--- config.mk ---
export PLATFORM = sky130hd
export DESIGN_NAME = cpu
export DESIGN_NICKNAME = d
export VERILOG_FILES = /design/src/verilog/cpuPkg.sv /design/src/verilog/controlUnit.sv /design/src/verilog/alu.sv /design/src/verilog/registerFile.sv /design/src/verilog/dataMemory.sv /design/src/verilog/branchUnit.sv /design/src/verilog/cpu.sv
export SDC_FILE = /design/constraint.sdc
export NUM_CORES = 2
export LEC_CHECK = 0
export BUFFER_PORTS_ARGS = -buffer_cell sky130_fd_sc_hd__buf_4
export CAP_MARGIN = 20
export CORE_MARGIN = 2
export CORE_UTILIZATION = 40
export CTS_CLUSTER_SIZE = 20
export DETAILED_ROUTE_END_ITERATION = 7
export PLACE_DENSITY = 0.5
export SLEW_MARGIN = 20
export SYNTH_ARGS = -nofsm -noshare
export SYNTH_HDL_FRONTEND = slang
export SYNTH_HIERARCHICAL = 1
export SYNTH_MEMORY_MAX_BITS = 65536
export SYNTH_SLANG_ARGS = --single-unit
--- constraint.sdc ---
create_clock -name clk -period 36.1 [get_ports clk]
set_input_delay 7.22 -clock clk [delete_from_list [all_inputs] [get_ports clk]]
set_output_delay 7.22 -clock clk [all_outputs]
set_load 0.01 [all_outputs]
--- src/verilog/cpuPkg.sv ---
package cpuPkg;

	typedef logic [15:0] word;
	typedef logic [3:0] regIndex;

	// Encodings follow the ISA opcode table
	typedef enum logic [3:0] {
		OP_ADD    = 4'h0,
		OP_SUB    = 4'h1,
		OP_RED    = 4'h2,
		OP_XOR    = 4'h3,
		OP_SLL    = 4'h4,
		OP_SRA    = 4'h5,
		OP_ROR    = 4'h6,
		OP_PADDSB = 4'h7,
		OP_LW     = 4'h8,
		OP_SW     = 4'h9,
		OP_LHB    = 4'ha,
		OP_LLB    = 4'hb,
		OP_B      = 4'hc,
		OP_BR     = 4'hd,
		OP_PCS    = 4'he,
		OP_HLT    = 4'hf
	} opcode;

	// Bit positions in the 3-bit flag vector
	localparam int FLAG_Z = 2;
	localparam int FLAG_V = 1;
	localparam int FLAG_N = 0;

	// Branch conditions, instr[11:9] of B and BR
	localparam logic [2:0] COND_NE = 3'b000;
	localparam logic [2:0] COND_EQ = 3'b001;
	localparam logic [2:0] COND_GT = 3'b010;
	localparam logic [2:0] COND_LT = 3'b011;
	localparam logic [2:0] COND_GE = 3'b100;
	localparam logic [2:0] COND_LE = 3'b101;
	localparam logic [2:0] COND_OV = 3'b110;
	localparam logic [2:0] COND_UN = 3'b111;

endpackage

--- src/verilog/controlUnit.sv ---
module controlUnit (
	input cpuPkg::word instr,
	output logic regWrite,
	output logic memWrite,
	output logic memToReg,
	output logic aluImm,
	output logic branch,
	output logic branchReg,
	output logic pcSave,
	output logic halt
);

	import cpuPkg::*;

	opcode op;

	assign op = opcode'(instr[15:12]);

	always_comb begin
		regWrite = 1'b0;
		memWrite = 1'b0;
		memToReg = 1'b0;
		aluImm = 1'b0;
		branch = 1'b0;
		branchReg = 1'b0;
		pcSave = 1'b0;
		halt = 1'b0;
		case (op)
			OP_ADD, OP_SUB, OP_XOR, OP_PADDSB: begin
				regWrite = 1'b1;
			end

			// Shift amount comes from the instruction
			OP_SLL, OP_SRA, OP_ROR: begin
				regWrite = 1'b1;
				aluImm = 1'b1;
			end

			// Load needs no separate read strobe
			OP_LW: begin
				regWrite = 1'b1;
				memToReg = 1'b1;
			end

			OP_SW: begin
				memWrite = 1'b1;
			end

			OP_LHB, OP_LLB: begin
				regWrite = 1'b1;
				aluImm = 1'b1;
			end

			OP_B: begin
				branch = 1'b1;
			end

			OP_BR: begin
				branchReg = 1'b1;
			end

			OP_PCS: begin
				regWrite = 1'b1;
				pcSave = 1'b1;
			end

			OP_HLT: begin
				halt = 1'b1;
			end

			// RED behaves as a no-op
			default: begin
			end
		endcase
	end

endmodule

--- src/verilog/alu.sv ---
module alu (
	input cpuPkg::opcode op,
	input cpuPkg::word a,
	input cpuPkg::word b,
	input logic [3:0] imm,
	input logic [7:0] immByte,
	output cpuPkg::word result,
	output logic [2:0] newFlags,
	output logic [2:0] flagWriteMask
);

	import cpuPkg::*;

	localparam logic [2:0] MASK_ALL = 3'b111;
	localparam logic [2:0] MASK_Z = 3'(1 << FLAG_Z);

	logic [16:0] sum;
	logic [16:0] diff;
	logic [31:0] rotated;
	logic [4:0] nibbleSum [4];
	logic overflow;

	// Clamp a 17-bit signed result to the 16-bit range
	function automatic word sat16(input logic [16:0] s);
		if (s[16] != s[15]) begin
			return s[16] ? 16'h8000 : 16'h7fff;
		end
		return s[15:0];
	endfunction

	// Returns {saturated, nibble}
	function automatic logic [4:0] addNibble(input logic [3:0] x, input logic [3:0] y);
		logic [4:0] s;
		s = {x[3], x} + {y[3], y};
		if (s[4] != s[3]) begin
			return {1'b1, s[4] ? 4'h8 : 4'h7};
		end
		return {1'b0, s[3:0]};
	endfunction

	assign sum = {a[15], a} + {b[15], b};
	assign diff = {a[15], a} - {b[15], b};
	assign rotated = {a, a} >> imm;

	for (genvar i = 0; i < 4; i++) begin : gNibble
		assign nibbleSum[i] = addNibble(a[4*i +: 4], b[4*i +: 4]);
	end

	always_comb begin
		result = '0;
		overflow = 1'b0;
		flagWriteMask = '0;
		case (op)
			OP_ADD: begin
				result = sat16(sum);
				overflow = sum[16] ^ sum[15];
				flagWriteMask = MASK_ALL;
			end
			OP_SUB: begin
				result = sat16(diff);
				overflow = diff[16] ^ diff[15];
				flagWriteMask = MASK_ALL;
			end
			OP_PADDSB: begin
				result = {nibbleSum[3][3:0], nibbleSum[2][3:0], nibbleSum[1][3:0],
					nibbleSum[0][3:0]};
				overflow = nibbleSum[3][4] | nibbleSum[2][4] | nibbleSum[1][4] | nibbleSum[0][4];
				flagWriteMask = MASK_ALL;
			end
			OP_XOR: begin
				result = a ^ b;
				flagWriteMask = MASK_Z;
			end
			OP_SLL: begin
				result = a << imm;
				flagWriteMask = MASK_Z;
			end
			OP_SRA: begin
				result = word'($signed(a) >>> imm);
				flagWriteMask = MASK_Z;
			end
			OP_ROR: begin
				result = rotated[15:0];
				flagWriteMask = MASK_Z;
			end
			OP_LLB: result = {a[15:8], immByte};
			OP_LHB: result = {immByte, a[7:0]};
			// Byte offset is the word offset doubled
			OP_LW, OP_SW: result = a + {{11{imm[3]}}, imm, 1'b0};
			default: result = '0;
		endcase
	end

	always_comb begin
		newFlags = '0;
		newFlags[FLAG_Z] = (result == '0);
		newFlags[FLAG_V] = overflow;
		newFlags[FLAG_N] = result[15];
	end

endmodule

--- src/verilog/registerFile.sv ---
module registerFile (
	input logic clk,
	input logic rst,
	input cpuPkg::regIndex readA,
	input cpuPkg::regIndex readB,
	input logic writeEn,
	input cpuPkg::regIndex writeAddr,
	input cpuPkg::word writeData,
	output cpuPkg::word dataA,
	output cpuPkg::word dataB
);

	import cpuPkg::*;

	word regs [16];

	always_ff @(posedge clk) begin
		if (rst) begin
			for (int i = 0; i < 16; i++) begin
				regs[i] <= '0;
			end
		end else if (writeEn && writeAddr != '0) begin
			regs[writeAddr] <= writeData;
		end
	end

	// R0 is hardwired to zero
	assign dataA = (readA == '0) ? '0 : regs[readA];
	assign dataB = (readB == '0) ? '0 : regs[readB];

endmodule

--- src/verilog/dataMemory.sv ---
module dataMemory #(
	parameter int DATA_ADDR_BITS = 8
) (
	input logic clk,
	input logic writeEn,
	input cpuPkg::word addr,
	input cpuPkg::word writeData,
	output cpuPkg::word readData
);

	import cpuPkg::*;

	word mem [2**DATA_ADDR_BITS];

	initial begin
		for (int i = 0; i < 2**DATA_ADDR_BITS; i++) begin
			mem[i] = '0;
		end
	end

	// Word index drops the byte bit
	always_ff @(posedge clk) begin
		if (writeEn) begin
			mem[addr[DATA_ADDR_BITS:1]] <= writeData;
		end
	end

	assign readData = mem[addr[DATA_ADDR_BITS:1]];

	assert property (@(posedge clk) writeEn |-> !addr[0])
		else $error("dataMemory: odd store address %h", addr);

endmodule

--- src/verilog/branchUnit.sv ---
module branchUnit (
	input logic clk,
	input logic rst,
	input logic branch,
	input logic branchReg,
	input logic halt,
	input logic [2:0] cond,
	input logic [8:0] offset,
	input cpuPkg::word target,
	input logic [2:0] newFlags,
	input logic [2:0] flagWriteMask,
	output cpuPkg::word pc,
	output cpuPkg::word pcNext,
	output logic halted
);

	import cpuPkg::*;

	logic [2:0] flags;
	logic condTrue;
	logic taken;
	word branchTarget;
	word nextPc;

	always_comb begin
		case (cond)
			COND_NE: condTrue = !flags[FLAG_Z];
			COND_EQ: condTrue = flags[FLAG_Z];
			COND_GT: condTrue = !flags[FLAG_Z] && !flags[FLAG_N];
			COND_LT: condTrue = flags[FLAG_N];
			COND_GE: condTrue = flags[FLAG_Z] || !flags[FLAG_N];
			COND_LE: condTrue = flags[FLAG_Z] || flags[FLAG_N];
			COND_OV: condTrue = flags[FLAG_V];
			default: condTrue = 1'b1;
		endcase
	end

	assign pcNext = pc + 16'd2;
	assign taken = (branch || branchReg) && condTrue;
	assign branchTarget = branchReg ? target : pcNext + {{6{offset[8]}}, offset, 1'b0};
	assign nextPc = taken ? branchTarget : pcNext;

	always_ff @(posedge clk) begin
		if (rst) begin
			pc <= '0;
			flags <= '0;
			halted <= 1'b0;
		end else if (!halted) begin
			// Only the flags named by the mask change
			flags <= (flags & ~flagWriteMask) | (newFlags & flagWriteMask);
			if (halt) begin
				halted <= 1'b1;
			end else begin
				pc <= nextPc;
			end
		end
	end

	// A register target for BR can carry an odd address
	assert property (@(posedge clk) disable iff (rst) !pc[0])
		else $error("branchUnit: pc is not word aligned: %h", pc);

endmodule

--- src/verilog/cpu.sv ---
module cpu #(
	parameter int DATA_ADDR_BITS = 8
) (
	input logic clk,
	input logic rst,
	input cpuPkg::word instr,
	output cpuPkg::word pc,
	output logic commitValid,
	output cpuPkg::regIndex commitReg,
	output cpuPkg::word commitData,
	output logic storeValid,
	output cpuPkg::word storeAddr,
	output cpuPkg::word storeData,
	output logic halted
);

	import cpuPkg::*;

	opcode op;
	logic regWrite, memWrite, memToReg, aluImm;
	logic branch, branchReg, pcSave, halt;
	regIndex readA, readB;
	word rsData, rtData, aluB;
	word aluResult, memData, pcNext, wbData;
	logic [2:0] newFlags, flagWriteMask;

	assign op = opcode'(instr[15:12]);

	controlUnit i_controlUnit (
		.instr(instr),
		.regWrite(regWrite),
		.memWrite(memWrite),
		.memToReg(memToReg),
		.aluImm(aluImm),
		.branch(branch),
		.branchReg(branchReg),
		.pcSave(pcSave),
		.halt(halt)
	);

	// Byte loads modify rd in place and stores read their data from rt
	assign readA = (op == OP_LHB || op == OP_LLB) ? instr[11:8] : instr[7:4];
	assign readB = memWrite ? instr[11:8] : instr[3:0];

	registerFile i_registerFile (
		.clk(clk),
		.rst(rst),
		.readA(readA),
		.readB(readB),
		.writeEn(commitValid),
		.writeAddr(instr[11:8]),
		.writeData(wbData),
		.dataA(rsData),
		.dataB(rtData)
	);

	assign aluB = aluImm ? {8'h00, instr[7:0]} : rtData;

	alu i_alu (
		.op(op),
		.a(rsData),
		.b(aluB),
		.imm(instr[3:0]),
		.immByte(instr[7:0]),
		.result(aluResult),
		.newFlags(newFlags),
		.flagWriteMask(flagWriteMask)
	);

	// Keep the RAM untouched while reset is held
	dataMemory #(
		.DATA_ADDR_BITS(DATA_ADDR_BITS)
	) i_dataMemory (
		.clk(clk),
		.writeEn(storeValid && !rst),
		.addr(aluResult),
		.writeData(rtData),
		.readData(memData)
	);

	branchUnit i_branchUnit (
		.clk(clk),
		.rst(rst),
		.branch(branch),
		.branchReg(branchReg),
		.halt(halt),
		.cond(instr[11:9]),
		.offset(instr[8:0]),
		.target(rsData),
		.newFlags(newFlags),
		.flagWriteMask(flagWriteMask),
		.pc(pc),
		.pcNext(pcNext),
		.halted(halted)
	);

	assign wbData = memToReg ? memData : (pcSave ? pcNext : aluResult);

	assign commitValid = regWrite && !halted;
	assign commitReg = instr[11:8];
	assign commitData = wbData;
	assign storeValid = memWrite && !halted;
	assign storeAddr = aluResult;
	assign storeData = rtData;

endmodule

; Word-level counts from Yosys, hierarchy flattened
; Memory sizes are Yosys's and may differ from the RTL's.
; Index checks and enable logic that the tools add are counted.
[word_totals]
ff_bits = 20
mem_bits_rw = 4352
output_inout_bits = 71
memories = 2
[memory_table]
columns = name, depth, width, read_ports, rd_ports_with_merged_regs, write_ports, line
row1 = i_dataMemory.mem, 256, 16, 1, 0, 1, dataMemory.sv:13  ; word mem [2**DATA_ADDR_BITS];
row2 = i_registerFile.regs, 16, 16, 2, 0, 16, registerFile.sv:15  ; word regs [16];
[op_classes]
n_addsub = 9
n_eq_ne = 26
shift = 3
n_mux = 59
bitwise_logic = 12
n_reduce_logical = 27
[op_table]
columns = operator, n
row1 = $mux 16, 14
row2 = $pmux 16 s10, 1
row3 = $mux 5, 8
row4 = $add 16x16->16, 2
row5 = $eq 4x4->1 const B, 8
row6 = $shr 32x4->16, 1
row7 = $mux 4, 7
row8 = $mux 1, 26
row9 = $add 4x4->5, 4
row10 = $add 16x16->17, 1
row11 = $sub 16x16->17, 1
row12 = $add 16x2->16 const B, 1
row13 = $eq 4x3->1 const B, 4
row14 = $logic_not 16->1, 1
row15 = $reduce_or 16->1, 1
row16 = $shl 16x4->16, 1
row17 = $sshr 16x4->16, 1
row18 = $xor 16x16->16, 1
row19 = $logic_not 4->1, 3
row20 = $reduce_or 11->1, 1
row21 = $eq 3x3->1 const B, 3
row22 = $pmux 1 s7, 1
row23 = $and 3x3->3, 2
row24 = $eq 3x2->1 const B, 2
row25 = other kinds (21), 41

; Logic depth before layout (Yosys ltp)
[depth]
word_depth = 16
ltp_mapped = 37

; By module
; The synthesis kept the hierarchy.
[by_module_without_submodules]
columns = module, instances, cells_each, area_per_inst_um2
row1 = dataMemory, 1, 6711, 155078.7
row2 = registerFile, 1, 932, 13117.6
row3 = alu, 1, 836, 5890.6
row4 = branchUnit, 1, 294, 2268.4
row5 = cpu, 1, 87, 661.9
row6 = controlUnit, 1, 21, 126.4

; Worst setup path before layout
; Ideal clock, no wire load.
[synth_path]
kind = input-to-output
startpoint = input instr[13]
endpoint = output commitData[10]
t_arrival_ns = 24.410
required_time_ns = 28.880
path_slack_ns = 4.470
path_stages = 31
path_cell_list = buf_2 nand2b_1 nor2_1 mux2_2 buf_4 mux4_2 mux2i_1 a211oi_1 nor2b_1 inv_1 ha_1 buf_6 and3_1 nand2_1 a2111o_1 a32oi_1 a21oi_4 nor2_2 buf_6 o21ai_0 nand3_1 clkbuf_1 clkbuf_1 buf_2 mux4_2 a22oi_1 a21oi_1 o41ai_1 nand4_1 nand2_1 o21ai_0
[synth_between]
elab_chain_cells = 14
[synth_lines]
columns = item, line
row1 = from (decl), cpu.sv:6  ; input cpuPkg::word instr,
row2 = $eq 4x4->1 (*), controlUnit.sv:28  ; case (op)
row3 = $mux 1 (*), controlUnit.sv:28
row4 = named net memWrite, cpu.sv:20  ; logic regWrite, memWrite, memToReg, aluImm;
row5 = $mux 4 (*), cpu.sv:43  ; assign readB = memWrite ? instr[11:8] : instr[3:0];
row6 = named net readB[1], cpu.sv:22  ; regIndex readA, readB;
row7 = $mem_v2 16x16 / $logic_not 4->1 (equally long branches), n/a
row8 = $mux 16 (*), registerFile.sv:29  ; assign dataB = (readB == '0) ? '0 : regs[readB];
row9 = named net storeData[14], cpu.sv:13  ; output cpuPkg::word storeData,
row10 = [1 not listed], n/a
row11 = named net aluB[14], cpu.sv:23  ; word rsData, rtData, aluB;
row12 = [2 not listed], n/a
row13 = $mux 1, alu.sv:25  ; if (s[16] != s[15]) begin
row14 = $mux 1, alu.sv:53  ; case (op)
row15 = $mux 16, alu.sv:28  ; return s[15:0];
row16 = $pmux 16 s10 (*), alu.sv:53
row17 = named net storeAddr[1], cpu.sv:12  ; output cpuPkg::word storeAddr,
row18 = $mem_v2 256x16 (*), n/a
row19 = named net memData[10], cpu.sv:24  ; word aluResult, memData, pcNext, wbData;
row20 = $mux 16 (*), cpu.sv:97  ; assign wbData = memToReg ? memData : (pcSave ? pcNext : aluResult);
row21 = to (decl), cpu.sv:10  ; output cpuPkg::word commitData,
; The timed path passes the listed nets; every way through them passes the cells marked *. The select of a mux whose other input is x is not followed.

; Worst setup path in the final report
[layout_path]
startpoint = input instr[12]
endpoint = output commitData[1]
[layout_between]
elab_chain_cells = 14
[layout_lines]
columns = item, line
row1 = $eq 4x4->1 (*), controlUnit.sv:28
row2 = $mux 1 (*), controlUnit.sv:28
row3 = named net memWrite, cpu.sv:20
row4 = $mux 4 (*), cpu.sv:43
row5 = named net readB[3], cpu.sv:22
row6 = $mem_v2 16x16 / $logic_not 4->1 (equally long branches), n/a
row7 = $mux 16 (*), registerFile.sv:29
row8 = $mux 16 (*), cpu.sv:57  ; assign aluB = aluImm ? {8'h00, instr[7:0]} : rtData;
row9 = named net aluB[12], cpu.sv:23
row10 = [1 not listed], n/a
row11 = $ne 1x1->1, alu.sv:25
row12 = $mux 1, alu.sv:25
row13 = $mux 1, alu.sv:53
row14 = $mux 16, alu.sv:28
row15 = $pmux 16 s10 (*), alu.sv:53
row16 = $mem_v2 256x16 (*), n/a
row17 = named net memData[1], cpu.sv:24
row18 = $mux 16 (*), cpu.sv:97
; Marked as above.

==> impl_results.md <==
- Outcome: completed
- Avg WL per Cell: approximately 35 microns
- Startpoint types: input pin
- Ys Warns: 6
- Worst-Skew Late Latency: approximately 1.0 ns
- WL final: 545000 microns
- Cell Int Power: approximately 9100 uW
- First-pass GRT wire length: 759000 microns
- Resized Gates After CTS: 0
- Yosys top cell area share: 0.735
- Slowest CP cell: buf_4
- Post-Syn Instances: 8881
- Achievable frequency: between 30 and 40 MHz
- CTS Buffer Depth: 4
- Clock sink count: roughly 4400
- CP Class: input pin to output pin
- GP Congestion: a little under 0.9
- Layout cells sized above 1: 0.272
- Top Ports: a little under 90
- Sw Ratio: 0.290
- Worst hold path class: flip-flop to flip-flop
- Clock skew: between 0.08 and 0.09 ns
- Site Rows: between 200 and 250
- Worst EP arrival: slightly below 20 ns
- Post-synth cell types: 118
- Post-route ant nets: 0
- Post-layout instance count excluding filler cells: approximately 16000
- Post-DP HPWL: 331000 microns
- Comb pwr share: 0.203
- Avg Cell Area, Syn: around 20 sq um
- Sequential power share: 0.447
- Final period util: 0.748
- Clock tree from TritonCTS: yes
- Via Count: around 94000
- Max Slew Vio Count: 0
- Asr flop ratio synth: 0
- Final net count: 9403
- Max VDD drop: roughly 0.046 mV
- Hold Buf Count CTS: 0
- Setup_tns: 0 ns
- Pin slew with the least headroom to its limit: 1.20 ns
- Most frequent cells in the layout: edfxtp_1, mux4_2, a22oi_1, buf_4, clkbuf_16
- Worst path max stage delay: roughly 0.83 ns
- RSZ-0062 raised after global routing: no
- EDFF count, synth: ~4300
- Largest cells by area after synthesis: edfxtp_1, mux4_2, a22oi_1, mux2i_1, a21oi_1
- Clk pin slew, worst setup/hold paths: approximately 0.06 ns
- Port Buffers: slightly below 90
- Die width: around 670 microns
- Leak pwr: between 0.06 and 0.07 uW
- H-tree levels: 5
- Final Setup Violations: 0
- Max Fanout on Critical Path: between 80 and 90
- Die ar.: around 450000 sq um
- Drt drc: 0
- Tmin final: 26.99 ns
- Initial antenna violation count: 33
- Overflow after GRT: 0
- Tot GR Track Use: 0.239
- Final Hold Fails: 0
- Placed cell areas: 188000 sq um
- Starting DRT DRC Count: roughly 11000
- Pwr/cell area: approximately 64 nW/um^2
- Die Ht: between 600 and 700 microns
- Switching power: approximately 3700 uW
- Post-route design area: a little over 200000 sq um
- Register area share after synthesis: 0.737
- Leading area contributor after synthesis: edfxtp_1
- Root Buffer Master: clkbuf_16
- Max-cap violations: 0
- Core Area: about 440000 sq um
- Clock Power Share: 0.350
- Syn_nets: 8970
- Starting Density: 0.401
- Largest net degree at the start of global routing: approximately 160
- Drt pass-1 iters: 5
- Area Growth Syn to Fin: 14.0%
- Seq cells post-synth: between 4000 and 5000
- Slew headroom: 0.190
- Synthesized area: approximately 180000 sq um
- Placed insts: roughly 15000
- Critical path required time: roughly 29 ns
- Vias per cell: about 6
- Top_reg_cell synth: edfxtp_1
- Crit-path most repeated cell: buf_4
- TritonCTS Buffers: between 400 and 500
- Setup crit end kind: output pin
- Setup bufs post-CTS: 0
- Vias in the first global route: 94092
- Leading cell type in the layout, fill and taps excluded: edfxtp_1
[sequential cells by signal, summed over array words and instances, names as in the netlist, named ones only]
name and count:
i_dataMemory/mem 4096, i_branchUnit/pc 16, i_registerFile/regs 241, i_branchUnit/halted 1
[power by group through the flow]
stage / sequential [uW] / clock [uW] / combinational [uW]
CTS: 5730 / 4590 / 2630
floorplan: 5930 / 0 / 1500
detailed placement: 5840 / 0 / 2630
global route: 5730 / 4780 / 2740
global placement: 5840 / 0 / 2610
finish: 5740 / 4490 / 2610
[logic make-up (layout without fill, tap and decap cells)]
logic type / Yosys count / count (layout) / synth area share
xor gates and xnor gates: 58 / 58 / 0.00287
buffers and inverters: 643 / 1448 / 0.0173
adders and majority gates: 75 / 75 / 0.00554
DFF: 4357 / 4357 / 0.737
and+or+nand+nor: 1067 / 1067 / 0.0308
other: 1 / 16 / 0.0000212
AOI/OAI and AO/OA: 1343 / 1343 / 0.0520
muxes: 1337 / 1337 / 0.154
[through the flow]
| stage | setup slack, ns | util | hold WS [ns] | power [uW] |
|---|---|---|---|---|
| 3_5_place_dp | 9.07 | 0.425 | 0.493 | 8470 |
| 5_1_grt | 8.49 | 0.457 | 0.573 | 13200 |
| 6_report | 9.11 | 0.457 | 0.506 | 12800 |
| 3_3_place_gp | 8.60 | 0.424 | 0.494 | 8450 |
| 4_1_cts | 9.09 | 0.457 | 0.517 | 13000 |
| 2_1_floorplan | 4.47 | - | 0.451 | 7430 |
[worst paths after layout]
kind / cells past startpoint / to / slack (ns) / start
setup / recovery: 32 / commitData[1] / 9.11 / instr[12]
setup reg to reg: 22 / i_dataMemory/mem[31][1] / 25.32 / i_registerFile/regs[6][2]
hold / removal: 2 / flip-flop / 0.51 / flip-flop
hold reg to reg: 2 / flip-flop / 0.51 / flip-flop
[cell usage after synthesis, types with 18 or more instances]
cell and count:
buf_2 136, o41ai_1 66, o211ai_1 21, ha_1 64
and2_1 249, or2_2 18, nor3_1 55, nand2b_1 32
o22ai_1 33, nand2_1 148, dfxtp_1 20, o21ai_1 21
a211oi_1 24, a22oi_1 533, mux2_2 40, mux2i_1 190
clkbuf_1 311, nand3_1 45, buf_1 55, nor2_1 356
xor2_1 21, inv_1 55, a221o_1 18, nand4_1 26
mux4_2 1105, buf_4 38, edfxtp_1 4337, buf_6 40
nor2b_1 47, xnor2_1 37, a21oi_1 368, o21ai_0 98
[metal layers]
metal / wire (microns) / part of all wire / GRT usage / up-vias
met4: 16200 / 0.030 / 0.0642 / 4
met3: 35800 / 0.066 / 0.0320 / 741
met2: 258000 / 0.47 / 0.381 / 3617
li1: - / - / - / 38078
met5: 27 / 0.000050 / 0 / -
met1: 235000 / 0.43 / 0.348 / 51389
[layout make-up]
class | instances | area [sq um]
Timing Repair Buffer | 565 | 4610
Clock buffer | 548 | 11800
Antenna cell | 15 | 37.5
Multi-Input combinational cell | 3881 | 44900
Tap cell | 5904 | 7390
Inverter | 56 | 210
Clock inverter | 279 | 2390
Fill cell | 37456 | 239000
Sequential cell | 4357 | 131000
[worst max-delay path, delay by kind of cell]
family | cells | cell delay (ns)
buffers and inverters | 8 | 3.45
AO/OA/AOI/OAI | 11 | 3.51
adder cells (fa/ha/maj) | 1 | 0.66
AND/OR/NAND/NOR | 10 | 3.25
multiplexers | 2 | 1.19
(Power assumes the default switching activity.)
